===== src/hw/fpDivSqrt_consts.svh =====
`ifndef FP_DIV_SQRT_CONSTS_SVH
`define FP_DIV_SQRT_CONSTS_SVH

// lane array size, any value >= 1
`define DS_LANES 3

// binary32 operands only
`define DS_W 32

// cycles from start to done:
// unpack, 25 recurrence steps, pack
`define DS_ITERS 27

// destination register tag
`define DS_TAG_W 6

`endif


===== src/hw/fpDivSqrtPkg.sv =====
`include "fpDivSqrt_consts.svh"

package fpDivSqrtPkg;

  // op select, one bit on the issue bus
  typedef enum logic {
    opDiv  = 1'b0,
    opSqrt = 1'b1
  } fpOpE;

  // per-result exception flags, also the sticky layout
  typedef struct packed {
    logic invalid;    // 0/0, inf/inf, sqrt of negative
    logic divByZero;  // finite nonzero / 0
    logic inexact;    // remainder left or flushed
  } fpFlagsT;

  // writeback destination
  typedef logic [`DS_TAG_W-1:0] dsTagT;

endpackage


===== src/hw/fpDivSqrtLane.sv =====
`timescale 1ns/1ps
`include "fpDivSqrt_consts.svh"

module fpDivSqrtLane import fpDivSqrtPkg::*; #(
  parameter type tagT = dsTagT  // carried untouched start to done
) (
  input  logic             clk,
  input  logic             arstN,
  input  logic             start,   // sample operands this edge
  input  fpOpE             op,
  input  logic [`DS_W-1:0] a,       // dividend / radicand
  input  logic [`DS_W-1:0] b,       // divisor, unused for sqrt
  input  tagT              tagIn,
  input  logic             take,    // result consumed
  output logic             free,
  output logic             done,    // held until take
  output logic [`DS_W-1:0] res,
  output fpFlagsT          flags,
  output tagT              tagOut
);

  localparam int cntW = $clog2(`DS_ITERS);
  localparam logic [cntW-1:0] lastCnt = cntW'(`DS_ITERS - 1);  // pack cycle
  localparam logic [`DS_W-1:0] qNan = 32'h7fc0_0000;

  logic            runR;   // unpack, steps or pack in progress
  logic            doneR;
  logic [cntW-1:0] cnt;    // 0 unpack, 1..25 steps, last pack

  logic [`DS_W-1:0]  aR;
  logic [`DS_W-1:0]  bR;
  fpOpE              opR;
  tagT               tagR;
  logic [26:0]       remR;        // partial remainder
  logic [24:0]       qR;          // quotient or root, msb first
  logic [25:0]       dR;          // divisor, or radicand pairs for sqrt
  logic signed [9:0] expR;        // biased, may leave 1..254
  logic              signR;
  logic              specR;       // special result bypasses recurrence
  logic [`DS_W-1:0]  specResR;
  fpFlagsT           specFlagsR;

  logic [7:0]  ea;
  logic [7:0]  eb;
  logic [22:0] ma;
  logic [22:0] mb;
  logic        aZero;
  logic        aInf;
  logic        aNan;
  logic        bZero;
  logic        bInf;
  logic        bNan;
  logic        sgnDiv;

  assign ea     = aR[30:23];
  assign eb     = bR[30:23];
  assign ma     = aR[22:0];
  assign mb     = bR[22:0];
  assign aZero  = (ea == 8'h00);  // subnormal read as zero
  assign bZero  = (eb == 8'h00);
  assign aInf   = (ea == 8'hff) && (ma == '0);
  assign bInf   = (eb == 8'hff) && (mb == '0);
  assign aNan   = (ea == 8'hff) && (ma != '0);
  assign bNan   = (eb == 8'hff) && (mb != '0);
  assign sgnDiv = aR[31] ^ bR[31];

  // special-case decision, used in the unpack cycle
  logic             specHit;
  logic [`DS_W-1:0] specVal;
  fpFlagsT          specFl;

  always_comb begin
    specHit = 1'b1;
    specVal = qNan;
    specFl  = '0;
    if (opR == opDiv) begin
      if (aNan || bNan)
        specVal = qNan;
      else if ((aZero && bZero) || (aInf && bInf))
        specFl.invalid = 1'b1;
      else if (aInf)
        specVal = {sgnDiv, 8'hff, 23'h0};
      else if (bZero) begin
        specVal          = {sgnDiv, 8'hff, 23'h0};
        specFl.divByZero = 1'b1;
      end else if (aZero || bInf)
        specVal = {sgnDiv, 31'h0};  // exact signed zero
      else
        specHit = 1'b0;
    end else begin
      if (aNan)
        specVal = qNan;
      else if (aZero)
        specVal = {aR[31], 31'h0};  // sqrt(-0) = -0
      else if (aR[31])
        specFl.invalid = 1'b1;      // negative nonzero, -inf too
      else if (aInf)
        specVal = 32'h7f80_0000;
      else
        specHit = 1'b0;
    end
  end

  logic [26:0] divSub;   // divisor aligned to remainder
  logic [26:0] sqRem;    // remainder with next radicand pair
  logic [26:0] sqTrial;  // 4*root + 1

  assign divSub  = {3'b0, dR[23:0]};
  assign sqRem   = {remR[24:0], dR[25:24]};
  assign sqTrial = {qR, 2'b01};

  // pack, at most one normalizing shift (division only)
  logic              norm;
  logic signed [9:0] packExp;
  logic [22:0]       packMant;
  logic              rough;
  logic [`DS_W-1:0]  packRes;
  fpFlagsT           packFl;

  always_comb begin
    norm     = qR[24];  // quotient >= 1
    packExp  = norm ? expR : expR - 10'sd1;
    packMant = norm ? qR[23:1] : qR[22:0];
    rough    = (norm & qR[0]) | (|remR);  // truncated bits nonzero
    packFl   = '0;
    if (specR) begin
      packRes = specResR;
      packFl  = specFlagsR;
    end else if (packExp >= 10'sd255) begin
      packRes        = {signR, 31'h7f7f_ffff};  // largest finite
      packFl.inexact = 1'b1;
    end else if (packExp <= 10'sd0) begin
      packRes        = {signR, 31'h0};  // underflow flush
      packFl.inexact = 1'b1;
    end else begin
      packRes        = {signR, packExp[7:0], packMant};
      packFl.inexact = rough;
    end
  end

  // control state
  always_ff @(posedge clk or negedge arstN) begin
    if (!arstN) begin
      runR  <= 1'b0;
      doneR <= 1'b0;
      cnt   <= '0;
    end else begin
      if (start) begin
        runR <= 1'b1;
        cnt  <= '0;
      end else if (runR) begin
        cnt <= cnt + 1'b1;
        if (cnt == lastCnt) begin
          runR  <= 1'b0;
          doneR <= 1'b1;
        end
      end
      if (take)
        doneR <= 1'b0;  // free again next cycle
    end
  end

  // datapath
  always_ff @(posedge clk) begin
    if (start) begin
      aR   <= a;
      bR   <= b;
      opR  <= op;
      tagR <= tagIn;
    end
    if (runR && cnt == '0) begin  // unpack
      qR         <= '0;
      specR      <= specHit;
      specResR   <= specVal;
      specFlagsR <= specFl;
      if (opR == opDiv) begin
        remR  <= {3'b0, 1'b1, ma};
        dR    <= {2'b0, 1'b1, mb};
        expR  <= $signed({2'b0, ea}) - $signed({2'b0, eb}) + 10'sd127;
        signR <= sgnDiv;
      end else begin
        remR  <= '0;
        // even biased exponent means odd true exponent, pre-shift one
        dR    <= ea[0] ? {1'b0, 1'b1, ma, 1'b0} : {1'b1, ma, 2'b0};
        expR  <= ({2'b0, ea} + 10'd127) >> 1;
        signR <= aR[31];
      end
    end else if (runR && cnt == lastCnt) begin
      res   <= packRes;
      flags <= packFl;
    end else if (runR) begin
      if (opR == opDiv) begin  // restoring division step
        if (remR >= divSub) begin
          remR <= (remR - divSub) << 1;
          qR   <= {qR[23:0], 1'b1};
        end else begin
          remR <= remR << 1;
          qR   <= {qR[23:0], 1'b0};
        end
      end else begin           // restoring root step
        dR <= dR << 2;
        if (sqRem >= sqTrial) begin
          remR <= sqRem - sqTrial;
          qR   <= {qR[23:0], 1'b1};
        end else begin
          remR <= sqRem;
          qR   <= {qR[23:0], 1'b0};
        end
      end
    end
  end

  assign free   = ~runR & ~doneR;
  assign done   = doneR;
  assign tagOut = tagR;

  startWhenFree: assert property (
    @(posedge clk) disable iff (!arstN)
    start |-> free
  ) else $error("fpDivSqrtLane: start while lane occupied");

  takeWhenDone: assert property (
    @(posedge clk) disable iff (!arstN)
    take |-> done
  ) else $error("fpDivSqrtLane: take without result");

  // fixed latency, specials included
  // done is set at the pack edge, seen high one sample later
  fixedLatency: assert property (
    @(posedge clk) disable iff (!arstN)
    start |-> ##(`DS_ITERS + 1) $rose(done)
  ) else $error("fpDivSqrtLane: done off schedule");

endmodule


===== src/hw/fpDivSqrtUnit.sv =====
`timescale 1ns/1ps
`include "fpDivSqrt_consts.svh"

module fpDivSqrtUnit import fpDivSqrtPkg::*; (
  input  logic             clk,
  input  logic             arstN,
  input  logic             issueEn,
  input  fpOpE             issueOp,
  input  logic [`DS_W-1:0] issueA,    // dividend or radicand
  input  logic [`DS_W-1:0] issueB,    // divisor
  input  dsTagT            issueTag,
  input  logic             flagClr,
  output logic             busy,
  output logic             wbValid,
  output logic [`DS_W-1:0] wbData,
  output fpFlagsT          wbFlags,
  output dsTagT            wbTag,
  output fpFlagsT          stickyFlags
);

  logic [`DS_LANES-1:0]            laneStart;
  logic [`DS_LANES-1:0]            laneFree;
  logic [`DS_LANES-1:0]            laneDone;
  logic [`DS_LANES-1:0]            laneTake;
  logic [`DS_LANES-1:0][`DS_W-1:0] laneData;
  fpFlagsT [`DS_LANES-1:0]         laneFlags;
  dsTagT [`DS_LANES-1:0]           laneTag;

  fpIssueSel issueSel0 (
    .clk       (clk),
    .arstN     (arstN),
    .issueEn   (issueEn),
    .laneFree  (laneFree),
    .laneStart (laneStart),
    .busy      (busy)
  );

  // operands broadcast, only the started lane samples them
  for (genvar i = 0; i < `DS_LANES; i++) begin : laneGen
    fpDivSqrtLane #(
      .tagT (dsTagT)
    ) lane (
      .clk    (clk),
      .arstN  (arstN),
      .start  (laneStart[i]),
      .op     (issueOp),
      .a      (issueA),
      .b      (issueB),
      .tagIn  (issueTag),
      .take   (laneTake[i]),
      .free   (laneFree[i]),
      .done   (laneDone[i]),
      .res    (laneData[i]),
      .flags  (laneFlags[i]),
      .tagOut (laneTag[i])
    );
  end

  fpResultArb resultArb0 (
    .clk         (clk),
    .arstN       (arstN),
    .laneDone    (laneDone),
    .laneData    (laneData),
    .laneFlags   (laneFlags),
    .laneTag     (laneTag),
    .flagClr     (flagClr),
    .laneTake    (laneTake),
    .wbValid     (wbValid),
    .wbData      (wbData),
    .wbFlags     (wbFlags),
    .wbTag       (wbTag),
    .stickyFlags (stickyFlags)
  );

endmodule


===== src/hw/fpIssueSel.sv =====
`timescale 1ns/1ps
`include "fpDivSqrt_consts.svh"

module fpIssueSel (
  input  logic                 clk,
  input  logic                 arstN,
  input  logic                 issueEn,    // one-cycle issue strobe
  input  logic [`DS_LANES-1:0] laneFree,   // level per lane
  output logic [`DS_LANES-1:0] laneStart,  // one-hot or zero
  output logic                 busy        // no lane left
);

  // lowest free lane wins
  // scan from the top so the last hit is the lowest index
  always_comb begin
    laneStart = '0;
    for (int i = `DS_LANES - 1; i >= 0; i--) begin
      if (laneFree[i]) begin
        laneStart    = '0;
        laneStart[i] = issueEn;  // strobe only on a real issue
      end
    end
  end

  assign busy = ~|laneFree;  // every lane running or holding a result

  // at most one lane started per issue
  startOneHot: assert property (
    @(posedge clk) disable iff (!arstN)
    $onehot0(laneStart)
  ) else $error("fpIssueSel: more than one lane started");

  // upstream must hold off while busy
  noIssueWhenBusy: assert property (
    @(posedge clk) disable iff (!arstN)
    busy |-> !issueEn
  ) else $error("fpIssueSel: issue while busy");

  // started lane must drop its free level right after the edge
  startedLaneTaken: assert property (
    @(posedge clk) disable iff (!arstN)
    |laneStart |=> ((laneFree & $past(laneStart)) == '0)
  ) else $error("fpIssueSel: started lane still free");

endmodule


===== src/hw/fpResultArb.sv =====
`timescale 1ns/1ps
`include "fpDivSqrt_consts.svh"

module fpResultArb import fpDivSqrtPkg::*; (
  input  logic                            clk,
  input  logic                            arstN,
  input  logic [`DS_LANES-1:0]            laneDone,
  input  logic [`DS_LANES-1:0][`DS_W-1:0] laneData,
  input  fpFlagsT [`DS_LANES-1:0]         laneFlags,
  input  dsTagT [`DS_LANES-1:0]           laneTag,
  input  logic                            flagClr,
  output logic [`DS_LANES-1:0]            laneTake,
  output logic                            wbValid,
  output logic [`DS_W-1:0]                wbData,
  output fpFlagsT                         wbFlags,
  output dsTagT                           wbTag,
  output fpFlagsT                         stickyFlags
);

  logic             anyDone;
  logic [`DS_W-1:0] selData;
  fpFlagsT          selFlags;
  dsTagT            selTag;

  assign anyDone = |laneDone;

  // fixed priority, lane 0 highest
  always_comb begin
    laneTake = '0;
    selData  = '0;
    selFlags = '0;
    selTag   = '0;
    for (int i = `DS_LANES - 1; i >= 0; i--) begin
      if (laneDone[i]) begin
        laneTake    = '0;
        laneTake[i] = 1'b1;
        selData     = laneData[i];
        selFlags    = laneFlags[i];
        selTag      = laneTag[i];
      end
    end
  end

  always_ff @(posedge clk or negedge arstN) begin
    if (!arstN) begin
      wbValid     <= 1'b0;
      stickyFlags <= '0;
    end else begin
      wbValid <= anyDone;  // one pulse per taken lane
      if (flagClr)
        stickyFlags <= anyDone ? selFlags : fpFlagsT'('0);  // clear, keep new result
      else if (anyDone)
        stickyFlags <= stickyFlags | selFlags;
    end
  end

  // writeback payload
  always_ff @(posedge clk) begin
    if (anyDone) begin
      wbData  <= selData;
      wbFlags <= selFlags;
      wbTag   <= selTag;
    end
  end

  takeOneHot: assert property (
    @(posedge clk) disable iff (!arstN)
    $onehot0(laneTake)
  ) else $error("fpResultArb: more than one lane taken");

endmodule


===== config.mk =====
export PLATFORM = sky130hd
export DESIGN_NAME = fpDivSqrtUnit
export DESIGN_NICKNAME = d
export VERILOG_FILES = /design/src/hw/fpDivSqrtPkg.sv /design/src/hw/fpDivSqrtLane.sv /design/src/hw/fpDivSqrtUnit.sv /design/src/hw/fpIssueSel.sv /design/src/hw/fpResultArb.sv
export VERILOG_INCLUDE_DIRS = /design/src /design/src/hw
export SDC_FILE = /design/constraint.sdc
export NUM_CORES = 2
export LEC_CHECK = 0
export BUFFER_PORTS_ARGS = -buffer_cell sky130_fd_sc_hd__buf_2
export CORE_MARGIN = 2
export CORE_UTILIZATION = 40
export CTS_CLUSTER_DIAMETER = 200
export DETAILED_ROUTE_END_ITERATION = 6
export GPL_TIMING_DRIVEN = 1
export PLACE_DENSITY = 0.62
export SYNTH_ARGS = -nofsm -noshare
export SYNTH_HDL_FRONTEND = slang
export SYNTH_HIERARCHICAL = 1
export SYNTH_SLANG_ARGS = --single-unit

===== constraint.sdc =====
create_clock -name clk -period 9.96 [get_ports clk]
set_input_delay 1.992 -clock clk [delete_from_list [all_inputs] [get_ports clk]]
set_output_delay 1.992 -clock clk [all_outputs]
set_load 0.01 [all_outputs]

# After elaboration in Yosys (flattened, before gate mapping)
# Index checks and enable logic that the tools add are counted.
[classes]
eq_ne = 15
n_addsub = 21
n_bitwise = 25
n_reduce_logical = 94
mux = 207
n_lt_le_gt_ge = 12
[op_table]
columns = ["cell", "count"]
rows = [
  ["32-bit two-way mux", 33],
  ["27-bit two-way mux", 18],
  ["26-bit two-way mux", 18],
  ["31-bit two-way mux", 6],
  ["23-bit logical NOT", 6],
  ["23-bit two-way mux", 6],
  ["23-bit nonzero test", 6],
  ["1-bit two-way mux", 93],
  ["27-bit by 24-bit greater-or-equal comparator with 1-bit output", 3],
  ["27-bit greater-or-equal comparator", 3],
  ["27-bit OR reduction", 3],
  ["27-bit subtractor", 3],
  ["26-bit by 24-bit subtractor with 26-bit output", 3],
  ["24-bit two-way mux", 3],
  ["8-bit equality test, second input constant", 6],
  ["8-bit logical NOT", 6],
  ["3-bit two-way mux", 12],
  ["2-bit nonzero test", 16],
  ["9-bit by 8-bit adder with 10-bit output, second input constant", 3],
  ["10-bit by 9-bit greater-or-equal comparator with 1-bit output, second input constant", 3],
  ["10-bit by 1-bit less-or-equal comparator with 1-bit output, second input constant", 3],
  ["10-bit two-way mux", 3],
  ["5-bit two-way mux", 6],
  ["10-bit by 2-bit subtractor with 10-bit output, second input constant", 3],
  ["other kinds (22)", 109],
]
[totals]
reg_bits = 756
elab_cells = 446

# Logic depth before layout (Yosys ltp)
[logic_depth]
ltp_word = 9
ltp_mapped = 15

# Modules after synthesis
# Netlist, hierarchy kept.
[modules_own_cells]
columns = ["mod", "seq_area_each_um2", "cells_each", "instances", "area_each_um2"]
rows = [
  ["fpDivSqrtLane at laneGen[0].lane ...", 5960.7, 1384, 2, 12986.2],
  ["fpDivSqrtLane at laneGen[2].lane", 5960.7, 1393, 1, 13242.7],
  ["fpResultArb", 1331.3, 200, 1, 2224.6],
  ["fpIssueSel", 0.0, 4, 1, 35.0],
]

# Worst setup path before layout
# OpenSTA, ideal clock, no wires.
[synth_timing]
path_type = "input -> register"
from = "input issueEn"
to = "register laneGen[2].lane.doneR"
path_slack_ns = 6.301
t_required_ns = 9.837
cell_stages = 4
t_arrival_ns = 3.536
path_cell_list = "and4bb_2 inv_1 a21oi_1 nor2_1"
[synth_via]
elab_chain_cells = 5
[synth_rtl]
columns = ["item", "line", "text"]
rows = [
  ["from (decl)", "fpDivSqrtUnit.sv:7", "input logic issueEn,"],
  ["3-bit two-way mux (3 in series)", "fpIssueSel.sv:18", "if (laneFree[i]) begin"],
  ["2-bit inequality test (no line)", "--", ""],
  ["3-bit AND reduction (no line)", "--", ""],
  ["to (signal assigned)", "fpDivSqrtLane.sv:145", "doneR <= 1'b0;"],
  ["to (signal assigned)", "fpDivSqrtLane.sv:155", "doneR <= 1'b1;"],
  ["to (signal assigned)", "fpDivSqrtLane.sv:159", "doneR <= 1'b0;"],
  ["to (decl)", "fpDivSqrtLane.sv:27", "logic doneR;"],
]
# No other way between the ends.
# A chain may end at the register's enable or synchronous reset.

# Final worst setup path
[layout_timing]
from = "register laneGen[0].lane.doneR"
to = "output busy"
[layout_via]
elab_chain_cells = 4
[layout_rtl]
columns = ["item", "line", "text"]
rows = [
  ["from (decl)", "fpDivSqrtLane.sv:27", ""],
  ["from (signal assigned)", "fpDivSqrtLane.sv:145", ""],
  ["from (signal assigned)", "fpDivSqrtLane.sv:155", ""],
  ["from (signal assigned)", "fpDivSqrtLane.sv:159", ""],
  ["1-bit NOT", "fpDivSqrtLane.sv:213", "assign free = ~runR & ~doneR;"],
  ["1-bit bitwise AND", "fpDivSqrtLane.sv:213", ""],
  ["via laneFree[0]", "fpDivSqrtUnit.sv:22", "logic [`DS_LANES-1:0] laneFree;"],
  ["3-bit OR reduction", "fpIssueSel.sv:25", "assign busy = ~|laneFree;"],
  ["1-bit logical NOT", "fpIssueSel.sv:25", ""],
  ["to (decl)", "fpDivSqrtUnit.sv:13", "output logic busy,"],
]
# The timed path passes the listed nets, and every way through them passes these cells.

==> summary.md <==
| Metric | Value |
|---|---|
| Reg2Reg Depth | 9 |
| Number of port buffers | 120 |
| Clock sinks | 669 |
| Final min period | 4.20 ns |
| Finished Core Util | about 44% |
| Syn nets | roughly 4600 |
| WHS Path Cells | 2 |
| Via count | 34600 |
| Synth top area share | between 40% and 50% |
| Post-Syn Area | roughly 41000 um2 |
| Reg-to-Reg Start | laneGen[0].lane/qR[24] |
| Overflow after GRT | 0 |
| Register area share after synthesis | between 40% and 50% |
| TritonCTS clock tree | built |
| Max-slew headroom | between 20% and 30% |
| Crit path cell chain | buf_4 > nor2_1 > nor3_1 > buf_2 |
| PD cells | slightly above 400 nW/um2 |
| CP startpoint kind | register |
| TNS Setup | 0 ns |
| Min-delay src | laneGen[0].lane/qR[0] |
| Worst EP required | around 8 ns |
| Post-synth EDFFs | approximately 570 |
| Worst EP arrival | between 2 and 2.5 ns |
| F_max | 238 MHz |
| Endpoints failing hold | 0 |
| Slowest-stage cell, CP | buf_4 |
| Pin count of the biggest net entering global routing | between 90 and 100 |
| Routed wire length | about 130000 um |
| VDD IR max | 0.242 mV |
| Clock buffer depth | 3 |
| Worst reg2reg setup slack | around 6.1 ns |
| Dpl cell area | ~43000 um2 |
| Yosys reg bits | approximately 670 |
| GPL Wtd Cong | ~0.94 |
| Antenna-violating nets left | 0 |
| Hold Path Sink | laneGen[0].lane/qR[1] |
| Vias/cell | just under 6 |
| Final net count | 4664 |
| Worst Max-Slew Pin Slew | 1.15 ns |
| Row count | around 120 |
| Pwr Total | approximately 18000 uW |
| Kind of critical path | register to output pin |
| Post-DP HPWL | between 100000 and 150000 um |
| Final instance area | between 40000 and 50000 um2 |
| Critical Path Max Stage Delay | about 0.62 ns |
| Root Buffer | clkbuf_16 |
| Leading area contributor after synthesis | edfxtp_1 |
| Core area | between 100000 and 150000 um2 |
| Post-CTS setup repair buffer count | 0 |
| GRT Util Overall | between 20% and 30% |
| Post-cts repair resize count | 0 |
| DRC violations left | 0 |
| Ys async rst share | 3.74% |
| Endpoint type of the worst setup path | output pin |
| Hold Path Class | register to register |
| Clock slew at reported path FFs | 0.06 ns |
| Layout area overhead | 10.3% |
| Die area | 106000 um2 |
| Clk_skew | between 0.03 and 0.04 ns |
| Initial antenna violation count | 9 |
| Synthesized instance count | ~4400 |
| Num ports | 121 |
| Pins Over Slew Limit | 0 |
| Cell with the most instances after synthesis | nand2_1 |
| RSZ-0062 raised after global routing | no |
| Final setup fails | 0 |
| Top cells by area, synth | edfxtp_1, ha_1, nand2_1 |
| Initial Utilization | 40.2% |
| Clock Latency Late Sink | around 0.66 ns |
| DR iter-0 viols | around 4500 |
| P_leak | between 0.015 and 0.02 uW |
| Vias in the first global route | ~32000 |
| DRT Pass-1 Iters | 6 |
| CP max FO | a little over 90 |
| Die Wd | 326 um |
| Top FF cell, synth | edfxtp_1 |
| Clock buffer count from CTS | 76 |
| R2r endpoint | laneGen[0].lane/remR[1] |
| Leading cell types by count after synthesis | nand2_1, edfxtp_1, a21oi_1 |
| DR WL/cell | about 23 um |
| Period utilisation layout | 42.2% |
| Outcome | finished clean |
| Cts hold-fix bufs | 0 |
| Max Cap Viol | 0 |
| Syn Area/Cell | roughly 9.5 um2 |
| Yosys cell types | 96 |
| Chip Height | ~330 um |
| Layout cell share with drive strength beyond 1 | around 8.3% |
| First-pass GRT wire length | between 150000 and 200000 um |
| H-tree Lvls | 3 |
| N_diodes | 0 |
| Synth warnings | 6 |
==> how the worst max path moves through the flow <==
stage                                   from                       to
finish                  laneGen[0].lane/done                     busy
global route            laneGen[0].lane/done                     busy
CTS                     laneGen[0].lane/done                     busy
detailed placement    laneGen[0].lane/qR[24]  laneGen[0].lane/remR[1]
global placement    laneGen[0].lane/remR[10]  laneGen[0].lane/remR[1]
floorplan                            issueEn     laneGen[2].lane/done
==> layout by cell type (no fill, tap or decap), types with 47 or more instances in the layout <==
master / count
inv_1: 250
nand4_1: 72
o21ai_0: 287
a31oi_1: 47
a21oi_1: 342
dfxtp_1: 75
o211ai_1: 73
ha_1: 201
xnor2_1: 112
buf_2: 120
mux2i_1: 87
nor3_1: 91
o21ai_1: 48
a21o_1: 77
nor2_1: 280
edfxtp_1: 569
a22oi_1: 62
nand2_1: 610
nor4_1: 76
a211oi_1: 50
nand3_1: 65
xor2_1: 93
clkbuf_16: 78
==> layer usage <==
| metal | GRT usage (%) | vias up | wire length [um] |
|---|---|---|---|
| li1 | - | 16200 | - |
| met1 | 36.7 | 16500 | 59600 |
| met2 | 35.5 | 1720 | 55800 |
| met3 | 4.46 | 190 | 13400 |
| met4 | 7.47 | 0 | 4170 |
| met5 | 0 | - | 0 |
==> cell families (layout without fill, tap and decap cells) <==
| kind of cell | count (synthesis) | after routing | share of synthesized area, % |
|---|---|---|---|
| adder cells (fa/ha/maj) | 207 | 207 | 6.35 |
| AND/OR/NAND/NOR | 1425 | 1425 | 16.1 |
| AO/OA/AOI/OAI | 1268 | 1268 | 19.5 |
| multiplexers | 107 | 107 | 2.64 |
| buffers and inverters | 484 | 563 | 4.77 |
| flip-flops | 669 | 669 | 46.3 |
| XOR/XNOR | 205 | 205 | 4.33 |
==> sequential cells by signal (all words and copies together) (netlist names) <==
| signal | cells |
|---|---|
| laneGen.lane/opR | 3 |
| laneGen.lane/flags | 9 |
| laneGen.lane/aR | 96 |
| laneGen.lane/specFlagsR | 6 |
| laneGen.lane/specResR | 9 |
| laneGen.lane/signR | 3 |
| resultArb0/stickyFlags | 3 |
| resultArb0/wbData | 32 |
| resultArb0/wbFlags | 3 |
| laneGen.lane/runR | 3 |
| laneGen.lane/remR | 81 |
| resultArb0/wbTag | 6 |
| laneGen.lane/tagOut | 18 |
| laneGen.lane/specR | 3 |
| laneGen.lane/dR | 78 |
| laneGen.lane/cnt | 15 |
| laneGen.lane/qR | 75 |
| laneGen.lane/res | 96 |
| resultArb0/wbValid | 1 |
| laneGen.lane/done | 3 |
| laneGen.lane/bR | 96 |
| laneGen.lane/expR | 30 |
==> worst max-delay path, delay by kind of cell (launching register included) <==
kind          cells  cell delay [ns]
buf+inv           2             0.79
simple gates      2             0.42
flops             1             0.34
==> stage by stage <==
stage	worst slack, ns	hold slack, ns	cells
after detailed placement	6.14	0.463	5684
after global placement	6.23	0.452	5684
after floorplan	6.30	0.445	4365
after global routing	5.63	0.499	5824
final	5.76	0.460	5824
after CTS	5.73	0.470	5824
==> final cells by class <==
| type | instances | area [um2] |
|---|---|---|
| Sequential cell | 669 | 19200 |
| Clock inverter | 49 | 536 |
| Clock buffer | 91 | 2030 |
| Tap cell | 1380 | 1730 |
| Multi-Input combinational cell | 3212 | 20300 |
| Timing Repair Buffer | 164 | 931 |
| Inverter | 259 | 977 |
| Fill cell | 9943 | 57500 |
==> report_power, final <==
part	total (uW)	switching [uW]	internal, uW
clock network	2900	1190	1700
registers	5160	853	4310
logic	10400	6370	4060
total	18500	8420	10100
Note: power is estimated with default switching activity, not from simulation.
